**config.mk**
```make
export PLATFORM = sky130hd
export DESIGN_NAME = adc_capture_top
export DESIGN_NICKNAME = d
export VERILOG_FILES = /design/src/verilog/adc_capture_pkg.sv /design/src/verilog/adc_capture_top.sv /design/src/verilog/capture_channel.sv /design/src/verilog/host_regs.sv /design/src/verilog/sample_fifo.sv /design/src/verilog/stream_merge.sv
export VERILOG_INCLUDE_DIRS = /design/src /design/src/verilog
export SDC_FILE = /design/constraint.sdc
export NUM_CORES = 1
export LEC_CHECK = 0
export BUFFER_PORTS_ARGS = -buffer_cell sky130_fd_sc_hd__buf_2
export CAP_MARGIN = 0
export CORE_ASPECT_RATIO = 1.2
export CORE_MARGIN = 5
export CORE_UTILIZATION = 40
export DETAILED_ROUTE_END_ITERATION = 10
export SYNTH_ARGS = -nofsm -noshare
export SYNTH_HDL_FRONTEND = slang
export SYNTH_SLANG_ARGS = --single-unit
```
**constraint.sdc**
```tcl
create_clock -name user_clk_out -period 9.6 [get_ports user_clk_out]
set_input_delay 0.48 -clock user_clk_out [delete_from_list [all_inputs] [get_ports user_clk_out]]
set_output_delay 0.48 -clock user_clk_out [all_outputs]
set_load 0.02 [all_outputs]
```
**src/verilog/adc_capture_macros.svh**
```systemverilog
`ifndef ADC_CAPTURE_MACROS_SVH
`define ADC_CAPTURE_MACROS_SVH

////////////////////////////////////////
// data widths
////////////////////////////////////////
`define ADC_WIDTH        14   // raw converter output
`define SAMPLE_WIDTH     16   // sample after zero padding
`define WORD_WIDTH       32   // two samples packed
`define REG_ADDR_WIDTH   4

// fifo depth is 2**FIFO_DEPTH_LOG2 words
`define FIFO_DEPTH_LOG2  4

////////////////////////////////////////
// register map
////////////////////////////////////////
`define REG_CH0_CTRL     4'h0
`define REG_CH0_DIV      4'h1
`define REG_CH0_STATUS   4'h2
`define REG_CH0_COUNT    4'h3
`define REG_CH1_CTRL     4'h4
`define REG_CH1_DIV      4'h5
`define REG_CH1_STATUS   4'h6
`define REG_CH1_COUNT    4'h7
`define REG_STREAM_CTRL  4'h8

// channel control bits
`define CTRL_ENABLE_BIT  0
`define CTRL_CLEAR_BIT   1    // write-only, self clearing

`endif

```
**src/verilog/adc_capture_pkg.sv**
```systemverilog
`include "adc_capture_macros.svh"

package adc_capture_pkg;

   // vectors with a meaning of their own
   typedef logic [`ADC_WIDTH-1:0]      adc_sample_t;
   typedef logic [`SAMPLE_WIDTH-1:0]   sample_t;
   typedef logic [`WORD_WIDTH-1:0]     data_word_t;
   typedef logic [`REG_ADDR_WIDTH-1:0] reg_addr_t;
   typedef logic [31:0]                reg_data_t;
   typedef logic [31:0]                word_count_t;
   typedef logic [15:0]                divider_t;     // 0 behaves as 1

   // packer phase, low half is filled first
   typedef enum logic {
      PACK_LOW,
      PACK_HIGH
   } pack_state_e;

   // which channel wins when both fifos hold data
   typedef enum logic {
      TURN_CH0,
      TURN_CH1
   } merge_turn_e;

endpackage

```
**src/verilog/adc_capture_top.sv**
```systemverilog
`timescale 1ns/1ps

module adc_capture_top
   import adc_capture_pkg::*;
(
   input  logic        user_clk_out,
   input  logic        sys_rst_n,
   input  logic        adc_valid_i,
   input  adc_sample_t adc_i_i,
   input  adc_sample_t adc_q_i,
   input  logic        reg_wr_i,
   input  logic        reg_rd_i,
   input  reg_addr_t   reg_addr_i,
   input  reg_data_t   reg_wdata_i,
   output reg_data_t   reg_rdata_o,
   output logic        reg_rvalid_o,
   output logic        out_valid_o,
   output data_word_t  out_data_o,
   output logic        out_channel_o
);

   logic        ch0_enable, ch1_enable;
   divider_t    ch0_divider, ch1_divider;
   logic        ch0_count_clear, ch1_count_clear;
   logic        ch0_push, ch1_push;
   data_word_t  ch0_push_data, ch1_push_data;
   word_count_t ch0_word_count, ch1_word_count;
   logic        ch0_overflow, ch1_overflow;
   logic        ch0_pop, ch1_pop;
   data_word_t  ch0_head, ch1_head;
   logic        ch0_empty, ch1_empty;
   logic        ch0_full, ch1_full;
   logic        stream_enable;

   ////////////////////////////////////////
   // capture channels, i then q
   ////////////////////////////////////////
   capture_channel u_ch0 (
      .user_clk_out, .sys_rst_n,
      .enable_i      (ch0_enable),     .divider_i   (ch0_divider),
      .count_clear_i (ch0_count_clear), .adc_valid_i (adc_valid_i),
      .adc_sample_i  (adc_i_i),        .fifo_full_i (ch0_full),
      .push_o        (ch0_push),       .push_data_o (ch0_push_data),
      .word_count_o  (ch0_word_count), .overflow_o  (ch0_overflow)
   );

   capture_channel u_ch1 (
      .user_clk_out, .sys_rst_n,
      .enable_i      (ch1_enable),     .divider_i   (ch1_divider),
      .count_clear_i (ch1_count_clear), .adc_valid_i (adc_valid_i),
      .adc_sample_i  (adc_q_i),        .fifo_full_i (ch1_full),
      .push_o        (ch1_push),       .push_data_o (ch1_push_data),
      .word_count_o  (ch1_word_count), .overflow_o  (ch1_overflow)
   );

   sample_fifo u_fifo0 (
      .user_clk_out, .sys_rst_n,
      .push_i (ch0_push), .push_data_i (ch0_push_data), .pop_i (ch0_pop),
      .head_o (ch0_head), .empty_o (ch0_empty), .full_o (ch0_full)
   );

   sample_fifo u_fifo1 (
      .user_clk_out, .sys_rst_n,
      .push_i (ch1_push), .push_data_i (ch1_push_data), .pop_i (ch1_pop),
      .head_o (ch1_head), .empty_o (ch1_empty), .full_o (ch1_full)
   );

   ////////////////////////////////////////
   // host side and output
   ////////////////////////////////////////
   host_regs u_regs (
      .user_clk_out, .sys_rst_n,
      .reg_wr_i, .reg_rd_i, .reg_addr_i, .reg_wdata_i, .reg_rdata_o, .reg_rvalid_o,
      .ch0_enable_o      (ch0_enable),      .ch1_enable_o      (ch1_enable),
      .ch0_divider_o     (ch0_divider),     .ch1_divider_o     (ch1_divider),
      .ch0_count_clear_o (ch0_count_clear), .ch1_count_clear_o (ch1_count_clear),
      .ch0_word_count_i  (ch0_word_count),  .ch1_word_count_i  (ch1_word_count),
      .ch0_overflow_i    (ch0_overflow),    .ch1_overflow_i    (ch1_overflow),
      .ch0_empty_i       (ch0_empty),       .ch1_empty_i       (ch1_empty),
      .ch0_full_i        (ch0_full),        .ch1_full_i        (ch1_full),
      .stream_enable_o   (stream_enable)
   );

   stream_merge u_merge (
      .user_clk_out, .sys_rst_n,
      .stream_enable_i (stream_enable),
      .ch0_head_i  (ch0_head),  .ch1_head_i  (ch1_head),
      .ch0_empty_i (ch0_empty), .ch1_empty_i (ch1_empty),
      .ch0_pop_o   (ch0_pop),   .ch1_pop_o   (ch1_pop),
      .out_valid_o, .out_data_o, .out_channel_o
   );

endmodule

```
**src/verilog/capture_channel.sv**
```systemverilog
`timescale 1ns/1ps
`include "adc_capture_macros.svh"

module capture_channel
   import adc_capture_pkg::*;
(
   input  logic        user_clk_out,
   input  logic        sys_rst_n,
   input  logic        enable_i,
   input  divider_t    divider_i,
   input  logic        count_clear_i,
   input  logic        adc_valid_i,
   input  adc_sample_t adc_sample_i,
   input  logic        fifo_full_i,
   output logic        push_o,
   output data_word_t  push_data_o,
   output word_count_t word_count_o,
   output logic        overflow_o
);

   divider_t    dec_cnt_q;
   divider_t    eff_div;
   pack_state_e phase_q;
   sample_t     padded;
   sample_t     low_q;      // first sample of the pair
   logic        keep;
   logic        word_done;

   ////////////////////////////////////////
   // decimation
   ////////////////////////////////////////
   assign eff_div = (divider_i == '0) ? divider_t'(1) : divider_i;
   assign keep    = enable_i & adc_valid_i & (dec_cnt_q == '0);

   always_ff @(posedge user_clk_out or negedge sys_rst_n) begin
      if (!sys_rst_n) begin
         dec_cnt_q <= '0;
      end else if (!enable_i) begin
         dec_cnt_q <= '0;            // next strobe after enable is kept
      end else if (adc_valid_i) begin
         if (dec_cnt_q == '0) begin
            dec_cnt_q <= eff_div - 1'b1;
         end else begin
            dec_cnt_q <= dec_cnt_q - 1'b1;
         end
      end
   end

   ////////////////////////////////////////
   // packing
   ////////////////////////////////////////
   // two zero lsbs below the converter bits
   assign padded = {adc_sample_i, {(`SAMPLE_WIDTH-`ADC_WIDTH){1'b0}}};

   always_ff @(posedge user_clk_out or negedge sys_rst_n) begin
      if (!sys_rst_n) begin
         phase_q <= PACK_LOW;
      end else if (!enable_i) begin
         phase_q <= PACK_LOW;
      end else if (keep) begin
         phase_q <= (phase_q == PACK_LOW) ? PACK_HIGH : PACK_LOW;
      end
   end

   always_ff @(posedge user_clk_out) begin
      if (keep && phase_q == PACK_LOW) begin
         low_q <= padded;
      end
   end

   assign word_done   = keep & (phase_q == PACK_HIGH);
   assign push_o      = word_done & ~fifo_full_i;   // word lost when full
   assign push_data_o = {padded, low_q};

   ////////////////////////////////////////
   // word counter and overflow flag
   ////////////////////////////////////////
   always_ff @(posedge user_clk_out or negedge sys_rst_n) begin
      if (!sys_rst_n) begin
         word_count_o <= '0;
         overflow_o   <= 1'b0;
      end else if (count_clear_i) begin
         word_count_o <= '0;
         overflow_o   <= 1'b0;
      end else begin
         if (push_o) begin
            word_count_o <= word_count_o + 1'b1;
         end
         if (word_done && fifo_full_i) begin
            overflow_o <= 1'b1;     // sticky until cleared
         end
      end
   end

endmodule

```
**src/verilog/host_regs.sv**
```systemverilog
`timescale 1ns/1ps
`include "adc_capture_macros.svh"

module host_regs
   import adc_capture_pkg::*;
(
   input  logic        user_clk_out,
   input  logic        sys_rst_n,
   input  logic        reg_wr_i,
   input  logic        reg_rd_i,
   input  reg_addr_t   reg_addr_i,
   input  reg_data_t   reg_wdata_i,
   output reg_data_t   reg_rdata_o,
   output logic        reg_rvalid_o,
   // channel controls
   output logic        ch0_enable_o,
   output logic        ch1_enable_o,
   output divider_t    ch0_divider_o,
   output divider_t    ch1_divider_o,
   output logic        ch0_count_clear_o,
   output logic        ch1_count_clear_o,
   // channel status
   input  word_count_t ch0_word_count_i,
   input  word_count_t ch1_word_count_i,
   input  logic        ch0_overflow_i,
   input  logic        ch1_overflow_i,
   input  logic        ch0_empty_i,
   input  logic        ch1_empty_i,
   input  logic        ch0_full_i,
   input  logic        ch1_full_i,
   output logic        stream_enable_o
);

   reg_data_t ch0_status;
   reg_data_t ch1_status;
   reg_data_t read_mux;

   ////////////////////////////////////////
   // write side
   ////////////////////////////////////////
   always_ff @(posedge user_clk_out or negedge sys_rst_n) begin
      if (!sys_rst_n) begin
         ch0_enable_o    <= 1'b0;
         ch1_enable_o    <= 1'b0;
         ch0_divider_o   <= '0;
         ch1_divider_o   <= '0;
         stream_enable_o <= 1'b0;
      end else if (reg_wr_i) begin
         case (reg_addr_i)
            `REG_CH0_CTRL:    ch0_enable_o    <= reg_wdata_i[`CTRL_ENABLE_BIT];
            `REG_CH0_DIV:     ch0_divider_o   <= divider_t'(reg_wdata_i);
            `REG_CH1_CTRL:    ch1_enable_o    <= reg_wdata_i[`CTRL_ENABLE_BIT];
            `REG_CH1_DIV:     ch1_divider_o   <= divider_t'(reg_wdata_i);
            `REG_STREAM_CTRL: stream_enable_o <= reg_wdata_i[0];
            default: ;  // status, count and holes are read only
         endcase
      end
   end

   // clear lands at the same edge as the write
   assign ch0_count_clear_o = reg_wr_i & (reg_addr_i == `REG_CH0_CTRL)
                              & reg_wdata_i[`CTRL_CLEAR_BIT];
   assign ch1_count_clear_o = reg_wr_i & (reg_addr_i == `REG_CH1_CTRL)
                              & reg_wdata_i[`CTRL_CLEAR_BIT];

   ////////////////////////////////////////
   // read side
   ////////////////////////////////////////
   // overflow, full, empty, enable from msb down
   assign ch0_status = {28'b0, ch0_overflow_i, ch0_full_i, ch0_empty_i, ch0_enable_o};
   assign ch1_status = {28'b0, ch1_overflow_i, ch1_full_i, ch1_empty_i, ch1_enable_o};

   always_comb begin
      case (reg_addr_i)
         `REG_CH0_CTRL:    read_mux = {31'b0, ch0_enable_o};
         `REG_CH0_DIV:     read_mux = {16'b0, ch0_divider_o};
         `REG_CH0_STATUS:  read_mux = ch0_status;
         `REG_CH0_COUNT:   read_mux = ch0_word_count_i;
         `REG_CH1_CTRL:    read_mux = {31'b0, ch1_enable_o};
         `REG_CH1_DIV:     read_mux = {16'b0, ch1_divider_o};
         `REG_CH1_STATUS:  read_mux = ch1_status;
         `REG_CH1_COUNT:   read_mux = ch1_word_count_i;
         `REG_STREAM_CTRL: read_mux = {31'b0, stream_enable_o};
         default:          read_mux = '0;   // unmapped
      endcase
   end

   always_ff @(posedge user_clk_out or negedge sys_rst_n) begin
      if (!sys_rst_n) begin
         reg_rdata_o  <= '0;
         reg_rvalid_o <= 1'b0;
      end else begin
         reg_rvalid_o <= reg_rd_i;
         if (reg_rd_i) begin
            reg_rdata_o <= read_mux;    // held until next read
         end
      end
   end

endmodule

```
**src/verilog/sample_fifo.sv**
```systemverilog
`timescale 1ns/1ps
`include "adc_capture_macros.svh"

module sample_fifo
   import adc_capture_pkg::*;
#(
   parameter int DEPTH_LOG2 = `FIFO_DEPTH_LOG2
) (
   input  logic       user_clk_out,
   input  logic       sys_rst_n,
   input  logic       push_i,
   input  data_word_t push_data_i,
   input  logic       pop_i,
   output data_word_t head_o,
   output logic       empty_o,
   output logic       full_o
);

   localparam int DEPTH = 1 << DEPTH_LOG2;

   data_word_t            mem [DEPTH];
   logic [DEPTH_LOG2-1:0] wr_ptr_q;
   logic [DEPTH_LOG2-1:0] rd_ptr_q;
   logic [DEPTH_LOG2:0]   level_q;    // one bit wider to hold DEPTH

   // writer checks full, so no guard here
   always_ff @(posedge user_clk_out) begin
      if (push_i) begin
         mem[wr_ptr_q] <= push_data_i;
      end
   end

   always_ff @(posedge user_clk_out or negedge sys_rst_n) begin
      if (!sys_rst_n) begin
         wr_ptr_q <= '0;
         rd_ptr_q <= '0;
         level_q  <= '0;
      end else begin
         if (push_i) begin
            wr_ptr_q <= wr_ptr_q + 1'b1;   // wraps at DEPTH
         end
         if (pop_i) begin
            rd_ptr_q <= rd_ptr_q + 1'b1;
         end
         case ({push_i, pop_i})
            2'b10:   level_q <= level_q + 1'b1;
            2'b01:   level_q <= level_q - 1'b1;
            default: level_q <= level_q;
         endcase
      end
   end

   // show-ahead, oldest word always visible
   assign head_o  = mem[rd_ptr_q];
   assign empty_o = (level_q == '0);
   assign full_o  = (level_q == (DEPTH_LOG2+1)'(DEPTH));

endmodule

```
**src/verilog/stream_merge.sv**
```systemverilog
`timescale 1ns/1ps

module stream_merge
   import adc_capture_pkg::*;
(
   input  logic       user_clk_out,
   input  logic       sys_rst_n,
   input  logic       stream_enable_i,
   input  data_word_t ch0_head_i,
   input  data_word_t ch1_head_i,
   input  logic       ch0_empty_i,
   input  logic       ch1_empty_i,
   output logic       ch0_pop_o,
   output logic       ch1_pop_o,
   output logic       out_valid_o,
   output data_word_t out_data_o,
   output logic       out_channel_o
);

   merge_turn_e turn_q;

   ////////////////////////////////////////
   // round robin pick
   ////////////////////////////////////////
   // a lone non-empty fifo wins regardless of turn
   assign ch0_pop_o = stream_enable_i & ~ch0_empty_i
                      & (ch1_empty_i | (turn_q == TURN_CH0));
   assign ch1_pop_o = stream_enable_i & ~ch1_empty_i
                      & (ch0_empty_i | (turn_q == TURN_CH1));

   always_ff @(posedge user_clk_out or negedge sys_rst_n) begin
      if (!sys_rst_n) begin
         turn_q <= TURN_CH0;
      end else if (ch0_pop_o) begin
         turn_q <= TURN_CH1;
      end else if (ch1_pop_o) begin
         turn_q <= TURN_CH0;
      end
   end

   ////////////////////////////////////////
   // output register
   ////////////////////////////////////////
   always_ff @(posedge user_clk_out or negedge sys_rst_n) begin
      if (!sys_rst_n) begin
         out_valid_o <= 1'b0;
      end else begin
         out_valid_o <= ch0_pop_o | ch1_pop_o;
      end
   end

   always_ff @(posedge user_clk_out) begin
      if (ch0_pop_o || ch1_pop_o) begin
         out_data_o    <= ch1_pop_o ? ch1_head_i : ch0_head_i;
         out_channel_o <= ch1_pop_o;    // channel tag
      end
   end

endmodule
```
==> summary.txt, run 1 <==
Top-count cell post-synth - edfxtp_1
Largest net degree at the start of global routing - 81
EDFF count, synth - 953
CP Capture Type - register
Compound-cell area share of the yosys netlist - 3.98%
Gpl congestion - 0.864
F_max - 0.231 GHz
Die Wd - 321 microns
Clk sinks - 1149
Post-Synth Adder-Cell Area - 0.679%
Final Cycle Share - 45.0%
Sw Pwr - 4.34 mW
First-pass GRT wire length - 164 mm
Max-capacitance violation count - 0
Setup TNS - 0 ns
Distinct cells, synth - 71
DIE HEIGHT - 383 microns
Vias per inst - 5.67
Nets@finish - 2742
Post-route ant nets - 0
Seq. cell area - 0.0335 sq mm
Row count - 137
Fin util - 45.5%
Max Buffers Root-to-Sink - 3
CP max FO - 45
CP arrival - 4.77 ns
Multi-input logic area - 0.0124 sq mm
Initial core utilization - 40.1%
Layout cells sized above 1 - 27.0%
IO Port Bufs - 115
Worst rel slew slack - 17.4%
Unrepaired setup endpoints after global routing - no
CTS H-tree lvls - 3
Syn Inst Count - 2498
Leak - 17.4 nW
Clock power share - 29.6%
Initial DRC count - 1904
Routed wire length - 109 mm
Actual slew at the worst max-slew pin - 1.24 ns
Sequential power share - 43.9%
Final worst setup slack - 5.28 ns
Critical Path RT - 10.04 ns
Synth top area cells - edfxtp_1 (62%), mux4_2 (14%), dfrtp_1 (11%), mux2_2 (1.6%), xnor2_1 (1.0%)
Worst skew pair latency - 0.70 ns
CORE AREA - 0.116 sq mm
Worst VDD drop - 174 uV
Xor and xnor fraction of the mapped netlist area - 1.23%
Post-Place Setup Slack - 5.12 ns
Cts bufs inserted - 110
Sw Ratio - 30.4%
Top FF cell, synth - edfxtp_1
Total GRT Usage - 17.7%
Drt first pass iters - 7
Fill count - 9775
Hold Crit Class - in2reg
Yosys Warn Count - 0
Clock Pin Slew Worst Setup and Hold Paths - 0.06 ns
Synthesized cell area - 0.0464 sq mm
Post-synthesis sequential area ratio - 72.2%
DRC viols - 0
Final setup violation count - 0
Area Growth Syn to Fin - 13.4%
Yosys top cell by area - edfxtp_1
Post-Synth Simple-Gate Area - 4.76%
Startpoint types - register
Outcome - finished clean
Post-synth top cells - edfxtp_1 (953), mux4_2 (280), dfrtp_1 (196)
Crit path time final - 4.32 ns
Max-slew violations - 0
Syn avg cell area - 18.6 sq um
Internal - 9.93 mW
Buffer count from post-CTS setup fixing - 0
Number of global-route vias before repair - 25612
Clock Skew - 0.0434 ns
Pwr per Cell Area - 271 mW/mm^2
Antenna violations before repair - 6
Placed insts - 4062
Die Area - 0.123 sq mm
Final HPWL DP - 64.2 mm
Grt ovf - 0
Area share of the largest cell type after synthesis - 61.6%
Main combinational cell family by area after synthesis - multiplexers
Crit path kind - reg2reg
Via count - 24247
Wirelength per Cell - 25.6 microns
CTS tree - yes
Multiplexer area fraction after synthesis - 15.4%
Final std cells w/o fill - 4276
I/O pin cnt - 136
Share of flip-flops with an asynchronous set or reset - 17.1%
Gate power share - 26.5%
Root Driver - clkbuf_16
Final hold vios - 0
Synth Register Bits - 1149
sequential cells by signal, indices dropped and copies added, names as in the netlist, 14 cells and up:
register              flops
u_regs.ch0_divider_o     16
u_regs.ch1_divider_o     16
u_ch0.low_q              14
u_merge.out_data_o       28
u_ch0.dec_cnt_q          16
u_ch1.low_q              14
u_fifo0.mem             448
u_ch0.word_count_o       32
u_regs.reg_rdata_o       32
u_fifo1.mem             448
u_ch1.dec_cnt_q          16
u_ch1.word_count_o       32
routing by layer:
metal / up-vias / routed length [microns] / global-route usage [%]
met4: 0 / 2980 / 5.54
met1: 12850 / 43800 / 23.1
li1: 10452 / - / -
met3: 161 / 6600 / 3.11
met5: - / 0 / 0
met2: 784 / 56000 / 30.2
placed cells by master (no fill, tap or decap), types with 36 or more instances in the layout:
cell | netlist | routed
mux2_2 | 66 | 66
nor2_1 | 99 | 81
a21oi_1 | 48 | 47
buf_2 | 3 | 114
nor3_1 | 48 | 36
inv_1 | 71 | 71
mux4_2 | 280 | 280
dfrtp_1 | 196 | 190
o21ai_0 | 38 | 38
buf_4 | 4 | 52
nand3_1 | 41 | 41
xnor2_1 | 53 | 53
nand2_1 | 82 | 82
clkbuf_16 | 0 | 111
edfxtp_1 | 953 | 953
logic make-up (layout without fill, tap and decap cells):
family / count (synthesis) / in the layout
flops: 1149 / 1149
compound gates: 268 / 268
xor+xnor: 65 / 65
buf+inv: 208 / 451
fa+ha+maj: 24 / 24
other cells: 1 / 7
mux: 357 / 357
simple gates: 426 / 426
cell type report:
type / instances / area share (%)
Timing Repair Buffer: 171 / 1.93
Sequential cell: 1149 / 63.7
Clock inverter: 76 / 1.28
Clock buffer: 131 / 5.49
Tap cell: 1529 / 3.63
Inverter: 73 / 0.520
Multi-Input combinational cell: 1144 / 23.5
Antenna cell: 3 / 0.0143
critical path, stage by stage (launching register included):
cell	delay [ns]
dfrtp_4	1.08
buf_4	0.66
buf_4	0.80
mux4_2	0.62
mux4_2	0.55
mux2_2	0.29
worst paths after layout:
path / from / endpoint / slack (ns) / depth (start not counted)
worst min-delay path: reg_wdata_i[10] / u_regs.ch1_divider_o[10]$_DFFE_PN0P_ / 0.05 / 2
min in group asynchronous: sys_rst_n / u_regs.reg_rdata_o[7]$_DFFE_PN0P_ / 0.41 / 2
worst max-delay path: u_fifo1.rd_ptr_q[0]$_DFFE_PN0N_ / u_merge.out_data_o[31]$_DFFE_PP_ / 5.28 / 5
worst max register to register: u_fifo1.rd_ptr_q[0]$_DFFE_PN0N_ / u_merge.out_data_o[31]$_DFFE_PP_ / 5.28 / 5
worst min register to register: u_fifo0.rd_ptr_q[2]$_DFFE_PN0P_ / u_fifo0.rd_ptr_q[2]$_DFFE_PN0P_ / 0.48 / 1
max in group asynchronous: sys_rst_n / u_regs.reg_rdata_o[23]$_DFFE_PN0P_ / 7.69 / 3
power by group through the flow:
stage / Clock [mW] / Combinational [mW] / Sequential [mW]
floorplan: 0 / 2.87 / 6.09
global placement: 0 / 3.76 / 6.35
detailed placement: 0 / 3.85 / 6.37
CTS: 4.32 / 3.87 / 6.27
global route: 4.53 / 4.08 / 6.32
finish: 4.22 / 3.78 / 6.27
through the flow:
| stage | total power, mW | instance area (sq um) | hold WS [ns] |
|---|---|---|---|
| after floorplan | 8.96 | 46400 | 0.184 |
| after global placement | 10.1 | 49100 | 0.471 |
| after detailed placement | 10.2 | 49100 | 0.472 |
| after CTS | 14.5 | 52700 | 0.00299 |
| after global routing | 14.9 | 52700 | 0.0230 |
| final | 14.3 | 52700 | 0.0520 |
timing repair:
item	4_1_cts	5_1_grt
hold buffers	4	0
endpoints found under the hold margin	83	0
gates resized for setup	0	0
Note: power is estimated with default switching activity, not from simulation.
==> run 2: changes to the inputs <==
==> constraint.sdc (replaced) <==
create_clock -name user_clk_out -period 4.2 [get_ports user_clk_out]
set_input_delay 0.21 -clock user_clk_out [delete_from_list [all_inputs] [get_ports user_clk_out]]
set_output_delay 0.21 -clock user_clk_out [all_outputs]
set_load 0.02 [all_outputs]
==> summary.txt, run 2 (same netlist as run 1, synthesis figures left out) <==
Outcome - finished clean
I/O pin cnt - 136 (unchanged)
Critical Path RT - 4.84 ns (-5.20 ns)
Crit path time final - 3.86 ns (-0.468 ns)
CP arrival - 4.49 ns (-0.28 ns)
Crit path kind - reg2reg
Number of global-route vias before repair - 25765 (+0.60%)
Max-capacitance violation count - 0 (unchanged)
Total GRT Usage - 18.0% (+0.35 points)
CP Launch Point - u_ch0.dec_cnt_q[3]$_DFFE_PN0P_
Clock Pin Slew Worst Setup and Hold Paths - 0.06 ns (about the same)
Internal - 23.3 mW (+130%)
Crit path cell chain - nor4_1 > nor2b_1 > o211ai_1 > o22ai_1 > ha_1 > nand2b_1 > a211o_1 > a2111o_1 > a2111oi_0 > a211o_1
Crit-path max cell delay - 0.56 ns (-0.52 ns)
Final Cycle Share - 91.8% (+47 points)
CORE AREA - 0.116 sq mm (unchanged)
Gpl congestion - 0.833 (-3.6%)
Initial DRC count - 2058 (+8.1%)
WHS Endpoint - u_ch0.word_count_o[0]$_DFFE_PN0P_
Unrepaired setup endpoints after global routing - no
Layout cells sized above 1 - 27.2% (+0.19 points)
Final setup violation count - 0 (unchanged)
Pwr per Cell Area - 623 mW/mm^2 (+130%)
First-pass GRT wire length - 166 mm (+1.4%)
Cells on worst reg2reg path - 10 (+5)
Worst rel slew slack - 15.7% (-1.6 points)
Actual slew at the worst max-slew pin - 1.26 ns (+0.0270 ns)
Most frequent cells in the layout - edfxtp_1 (953), mux4_2 (280), dfrtp_1 (189), buf_2 (114), clkbuf_16 (111)
Max-slew violations - 0 (unchanged)
Worst skew pair latency - 0.70 ns (about the same)
Max Buffers Root-to-Sink - 3 (unchanged)
Clock Skew - 0.0335 ns (-0.00993 ns)
CP Capture Type - register
F_max - 0.259 GHz (+12%)
Sequential power share - 42.6% (-1.3 points)
Critical Path Slowest Stage Cell - nor2b_1
WHS Path Cells - 3 (+1)
Post-route cell area - 0.0536 sq mm (+1.8%)
Clock power share - 30.1% (+0.5 points)
HP Start - reg_addr_i[2]
Leak - 17.8 nW (+2.4%)
Reg2reg start - u_ch0.dec_cnt_q[3]$_DFFE_PN0P_
Dpl cell area - 0.0494 sq mm (+0.80%)
Fin util - 46.4% (+0.83 points)
Die Wd - 321 microns (unchanged)
Sw Ratio - 30.3% (-0.12 points)
Antenna violations before repair - 4 (-2)
Via count - 24609 (+1.5%)
Sw Pwr - 10.1 mW (+130%)
Hold Crit Class - in2reg
Worst R2R End - u_ch0.dec_cnt_q[10]$_DFFE_PN0P_
Largest net degree at the start of global routing - 121 (+49%)
Reg2reg setup slack - 0.34 ns (-4.93 ns)
Initial core utilization - 40.1% (unchanged)
Clk sinks - 1149 (unchanged)
Vias per inst - 5.66 (-0.12%)
Grt ovf - 0 (unchanged)
Worst VDD drop - 387 uV (+120%)
Routed wire length - 112 mm (+2.0%)
Row count - 137 (unchanged)
Gate power share - 27.3% (+0.8 points)
Nets@finish - 2811 (+2.5%)
CTS tree - yes
Wirelength per Cell - 25.7 microns (+0.39%)
Cts bufs inserted - 108 (-1.8%)
Die Area - 0.123 sq mm (unchanged)
Post-route ant nets - 0 (unchanged)
Area Growth Syn to Fin - 15.5%
Startpoint types - register
DIE HEIGHT - 383 microns (unchanged)
Buffer count from post-CTS setup fixing - 0 (unchanged)
Most common cell after layout, fill and taps aside - edfxtp_1
IO Port Bufs - 115 (unchanged)
Root Driver - clkbuf_16
Critical Path Most Common Cell - a211o_1
CTS H-tree lvls - 3 (unchanged)
Final hold vios - 0 (unchanged)
Final HPWL DP - 66.7 mm (+4.0%)
DRC viols - 0 (unchanged)
CP max FO - 9 (-80%)
CTS-repair resized insts - 0 (unchanged)
Largest regs - u_fifo0.mem x448, u_fifo1.mem x448
Drt first pass iters - 5 (-2)
run 2: repair_timing:
item,in CTS,in global routing
hold buffers,50,0
setup endpoints to repair,0,0
hold endpoints to repair,646,0
run 2: stage by stage:
step	std cells	TNS [ns]	setup slack, ns	hold WS [ns]	power [mW]
after floorplan	2501	-114.92	-0.823	-0.0856	20.5
after global placement	4087	0	0.602	0.444	23.5
after detailed placement	4087	0	0.447	0.455	23.7
after CTS	4342	0	0.448	0.0196	33.8
after global routing	4342	0	0.0490	0.0642	35.0
final	4345	0	0.344	0.0908	33.4
run 2: routing by layer:
layer / routed length [microns] / vias up / share of wire (%) / track usage, %
met3: 6320 / 163 / 5.7 / 3.12
met4: 3320 / 0 / 3.0 / 5.77
met5: 0 / - / 0 / 0
met2: 56200 / 769 / 50 / 30.5
met1: 45800 / 13101 / 41 / 23.9
li1: - / 10576 / - / -
run 2: final cells by class:
class | instances | area, sq um
clock buffers | 135 | 2910
diodes | 3 | 7.51
inverters | 73 | 274
flip-flops and latches | 1149 | 33500
well taps | 1529 | 1910
clock inverters | 70 | 772
fillers | 9610 | 62100
repair buffers | 242 | 1840
multi-input cells | 1144 | 12400
run 2: worst max path at each step:
stage               slack, ns  cells after the start                              end
floorplan               -0.82                      7      u_fifo0.mem[1][0]$_DFFE_PP_
global placement         0.60                     13   u_fifo0.level_q[4]$_DFFE_PN0P_
detailed placement       0.45                     10  u_ch0.dec_cnt_q[10]$_DFFE_PN0P_
CTS                      0.45                     10  u_ch0.dec_cnt_q[10]$_DFFE_PN0P_
global route             0.05                     10  u_ch0.dec_cnt_q[10]$_DFFE_PN0P_
finish                   0.34                     10  u_ch0.dec_cnt_q[10]$_DFFE_PN0P_
run 2: critical path: cells and delay by family, from the launching register on:
| family | cells | cell delay (ns) |
|---|---|---|
| compound gates | 6 | 1.86 |
| simple gates | 3 | 1.27 |
| flops | 1 | 0.46 |
| fa+ha+maj | 1 | 0.24 |
run 2: power by group through the flow:
stage	Clock, mW	Sequential [mW]	Combinational (mW)
floorplan	0	13.9	6.57
global placement	0	14.4	9.06
detailed placement	0	14.5	9.22
CTS	10.3	14.3	9.30
global route	10.8	14.4	9.81
finish	10.0	14.2	9.11
==> run 3: changes to the inputs <==
--- a/config.mk
+++ b/config.mk
@@ -8,10 +8,13 @@
 export LEC_CHECK = 0
 export BUFFER_PORTS_ARGS = -buffer_cell sky130_fd_sc_hd__buf_2
 export CAP_MARGIN = 0
+export CELL_PAD_IN_SITES_DETAIL_PLACEMENT = 0
+export CELL_PAD_IN_SITES_GLOBAL_PLACEMENT = 1
 export CORE_ASPECT_RATIO = 1.2
 export CORE_MARGIN = 5
 export CORE_UTILIZATION = 40
 export DETAILED_ROUTE_END_ITERATION = 10
+export PLACE_DENSITY_LB_ADDON = 0.1
 export SYNTH_ARGS = -nofsm -noshare
 export SYNTH_HDL_FRONTEND = slang
 export SYNTH_SLANG_ARGS = --single-unit
==> summary.txt, run 3 (same netlist as run 1, synthesis figures left out) <==
Outcome - finished clean
WHS Path Cells - 4 (+1)
Leak - 17.9 nW (+0.13%)
Placed insts - 4097 (+0.24%)
Nets@finish - 2828 (+0.60%)
Critical Path RT - 4.84 ns (about the same)
Dpl cell area - 0.0496 sq mm (+0.25%)
Crit path kind - reg2reg
Clock Skew - 0.0242 ns (-0.00928 ns)
Cts bufs inserted - 115 (+6.5%)
Hold Crit Class - in2reg
Pwr per Cell Area - 623 mW/mm^2 (about the same)
Root Driver - clkbuf_16
Met2 WL post-DR - 58.5 mm (+4.2%)
Met1 WL - 50.6 mm (+11%)
Fill count - 9827 (+2.3%)
CTS H-tree lvls - 3 (unchanged)
Routed wl met3 - 4.19 mm (-34%)
Most frequent cells in the layout - edfxtp_1 (953), mux4_2 (280), dfrtp_1 (190), clkbuf_16 (117), buf_2 (114)
CORE AREA - 0.116 sq mm (unchanged)
Initial core utilization - 40.1% (unchanged)
Max Used Layer - met5
DIE HEIGHT - 383 microns (unchanged)
Clk sinks - 1149 (unchanged)
F_max - 0.268 GHz (+3.3%)
Final HPWL DP - 69.7 mm (+4.5%)
Total GRT Usage - 18.9% (+0.93 points)
Crit path time final - 3.73 ns (-0.125 ns)
Final setup violation count - 0 (unchanged)
CP arrival - 4.37 ns (-0.12 ns)
Max-capacitance violation count - 0 (unchanged)
Largest regs - u_fifo0.mem x448, u_fifo1.mem x448
Buffer count from post-CTS setup fixing - 0 (unchanged)
Cells on worst reg2reg path - 10 (unchanged)
CTS tree - yes
Post-route ant nets - 0 (unchanged)
CP Capture Type - register
Die Area - 0.123 sq mm (unchanged)
Vias per inst - 5.55 (-2.0%)
First-pass GRT wire length - 173 mm (+4.0%)
Wirelength per Cell - 26.7 microns (+3.8%)
Layout cells sized above 1 - 27.1% (-0.15 points)
Drt first pass iters - 6 (+1)
Grt ovf - 0 (unchanged)
Final std cells w/o fill - 4355 (+0.23%)
Max-slew violations - 0 (unchanged)
Area Growth Syn to Fin - 15.6% (about the same)
Via count - 24169 (-1.8%)
I/O pin cnt - 136 (unchanged)
Worst VDD drop - 401 uV (+3.7%)
Final Cycle Share - 88.8% (-3.0 points)
Startpoint types - register
Clock Pin Slew Worst Setup and Hold Paths - 0.06 ns (about the same)
Routed wire length - 116 mm (+4.0%)
Largest net degree at the start of global routing - 99 (-18%)
Number of global-route vias before repair - 25734 (-0.12%)
Antenna violations before repair - 5 (+1)
Post-route cell area - 0.0537 sq mm (about the same)
Most common cell after layout, fill and taps aside - edfxtp_1
Worst rel slew slack - 18.2% (+2.4 points)
Max Buffers Root-to-Sink - 3 (unchanged)
CP max FO - 8 (-1)
CTS-repair resized insts - 0 (unchanged)
Actual slew at the worst max-slew pin - 1.23 ns (-0.0389 ns)
DRC viols - 0 (unchanged)
Gpl congestion - 0.819 (-1.6%)
Initial DRC count - 1762 (-14%)
Final hold vios - 0 (unchanged)
Worst skew pair latency - 0.71 ns (about the same)
Row count - 137 (unchanged)
Die Wd - 321 microns (unchanged)
IO Port Bufs - 115 (unchanged)
Unrepaired setup endpoints after global routing - no
## run 3: changes by cell type in the layout (fill, tap and decap cells not counted), sizes merged
cell,change
diode,-2
bufinv,-6
clkbuf,+6
clkinvlp,-2
clkinv,+5
inv,-2
buf,+11
## run 3: worst paths after layout
check,slack [ns],start,end
max reg2reg,0.47,u_ch0.dec_cnt_q[8]$_DFFE_PN0P_,u_ch0.dec_cnt_q[10]$_DFFE_PN0P_
min reg2reg,0.47,u_fifo1.rd_ptr_q[3]$_DFFE_PN0N_,u_fifo1.rd_ptr_q[3]$_DFFE_PN0N_
max in group asynchronous,2.98,sys_rst_n,u_fifo1.wr_ptr_q[2]$_DFFE_PN0P_
max,0.47,u_ch0.dec_cnt_q[8]$_DFFE_PN0P_,u_ch0.dec_cnt_q[10]$_DFFE_PN0P_
min in group asynchronous,0.12,sys_rst_n,u_ch0.dec_cnt_q[14]$_DFFE_PN0P_
min,0.09,reg_addr_i[0],u_regs.reg_rdata_o[2]$_DFFE_PN0P_
## run 3: worst max-delay path: stages (launching register included)
cell and delay [ns]:
dfrtp_1 0.44, or4_1 0.61, and4b_1 0.47, o211ai_1 0.18, o22ai_1 0.24, ha_1 0.24
nand2b_1 0.16, a211o_1 0.39, a2111o_1 0.42, a2111oi_0 0.37, a211o_1 0.15
## run 3: routing by layer
layer	vias up	GRT usage, %
met5	-	0
met4	4	5.31
met3	148	2.66
met2	481	31.9
met1	12926	26.0
li1	10610	-
## run 3: report_power, final
group | switching (mW) | total, mW | internal (mW)
Sequential | 1.03 | 14.1 | 13.1
Clock | 4.31 | 9.92 | 5.61
Combinational | 4.92 | 9.35 | 4.42
Total | 10.3 | 33.4 | 23.1
## run 3: repair_timing
item                                    CTS  global route
hold buffers                             50             0
endpoints found under the setup margin    0             0
endpoints found under the hold margin   619             0
## run 3: final cells by class
| type | instances | area, sq um | area share [%] |
|---|---|---|---|
| antenna | 1 | 2.50 | 0.00466 |
| clock buffer | 142 | 3050 | 5.69 |
| clock inverter | 65 | 538 | 1.00 |
| inverter | 73 | 274 | 0.511 |
| multi-input combinational | 1144 | 12400 | 23.1 |
| sequential | 1149 | 33500 | 62.5 |
| tap | 1529 | 1910 | 3.57 |
| timing repair buffer | 252 | 1950 | 3.64 |
## run 3: through the flow
stage               hold WS, ns  utilization [%]  worst slack [ns]  TNS, ns  power (mW)
finish                   0.0931             46.4             0.469        0        33.4
global placement          0.328             42.8             0.582        0        23.8
detailed placement        0.339             42.8             0.484        0        23.9
floorplan               -0.0856                -            -0.823  -114.92        20.5
global route             0.0976             46.4             0.226        0        35.1
CTS                      0.0131             46.4             0.468        0        34.0
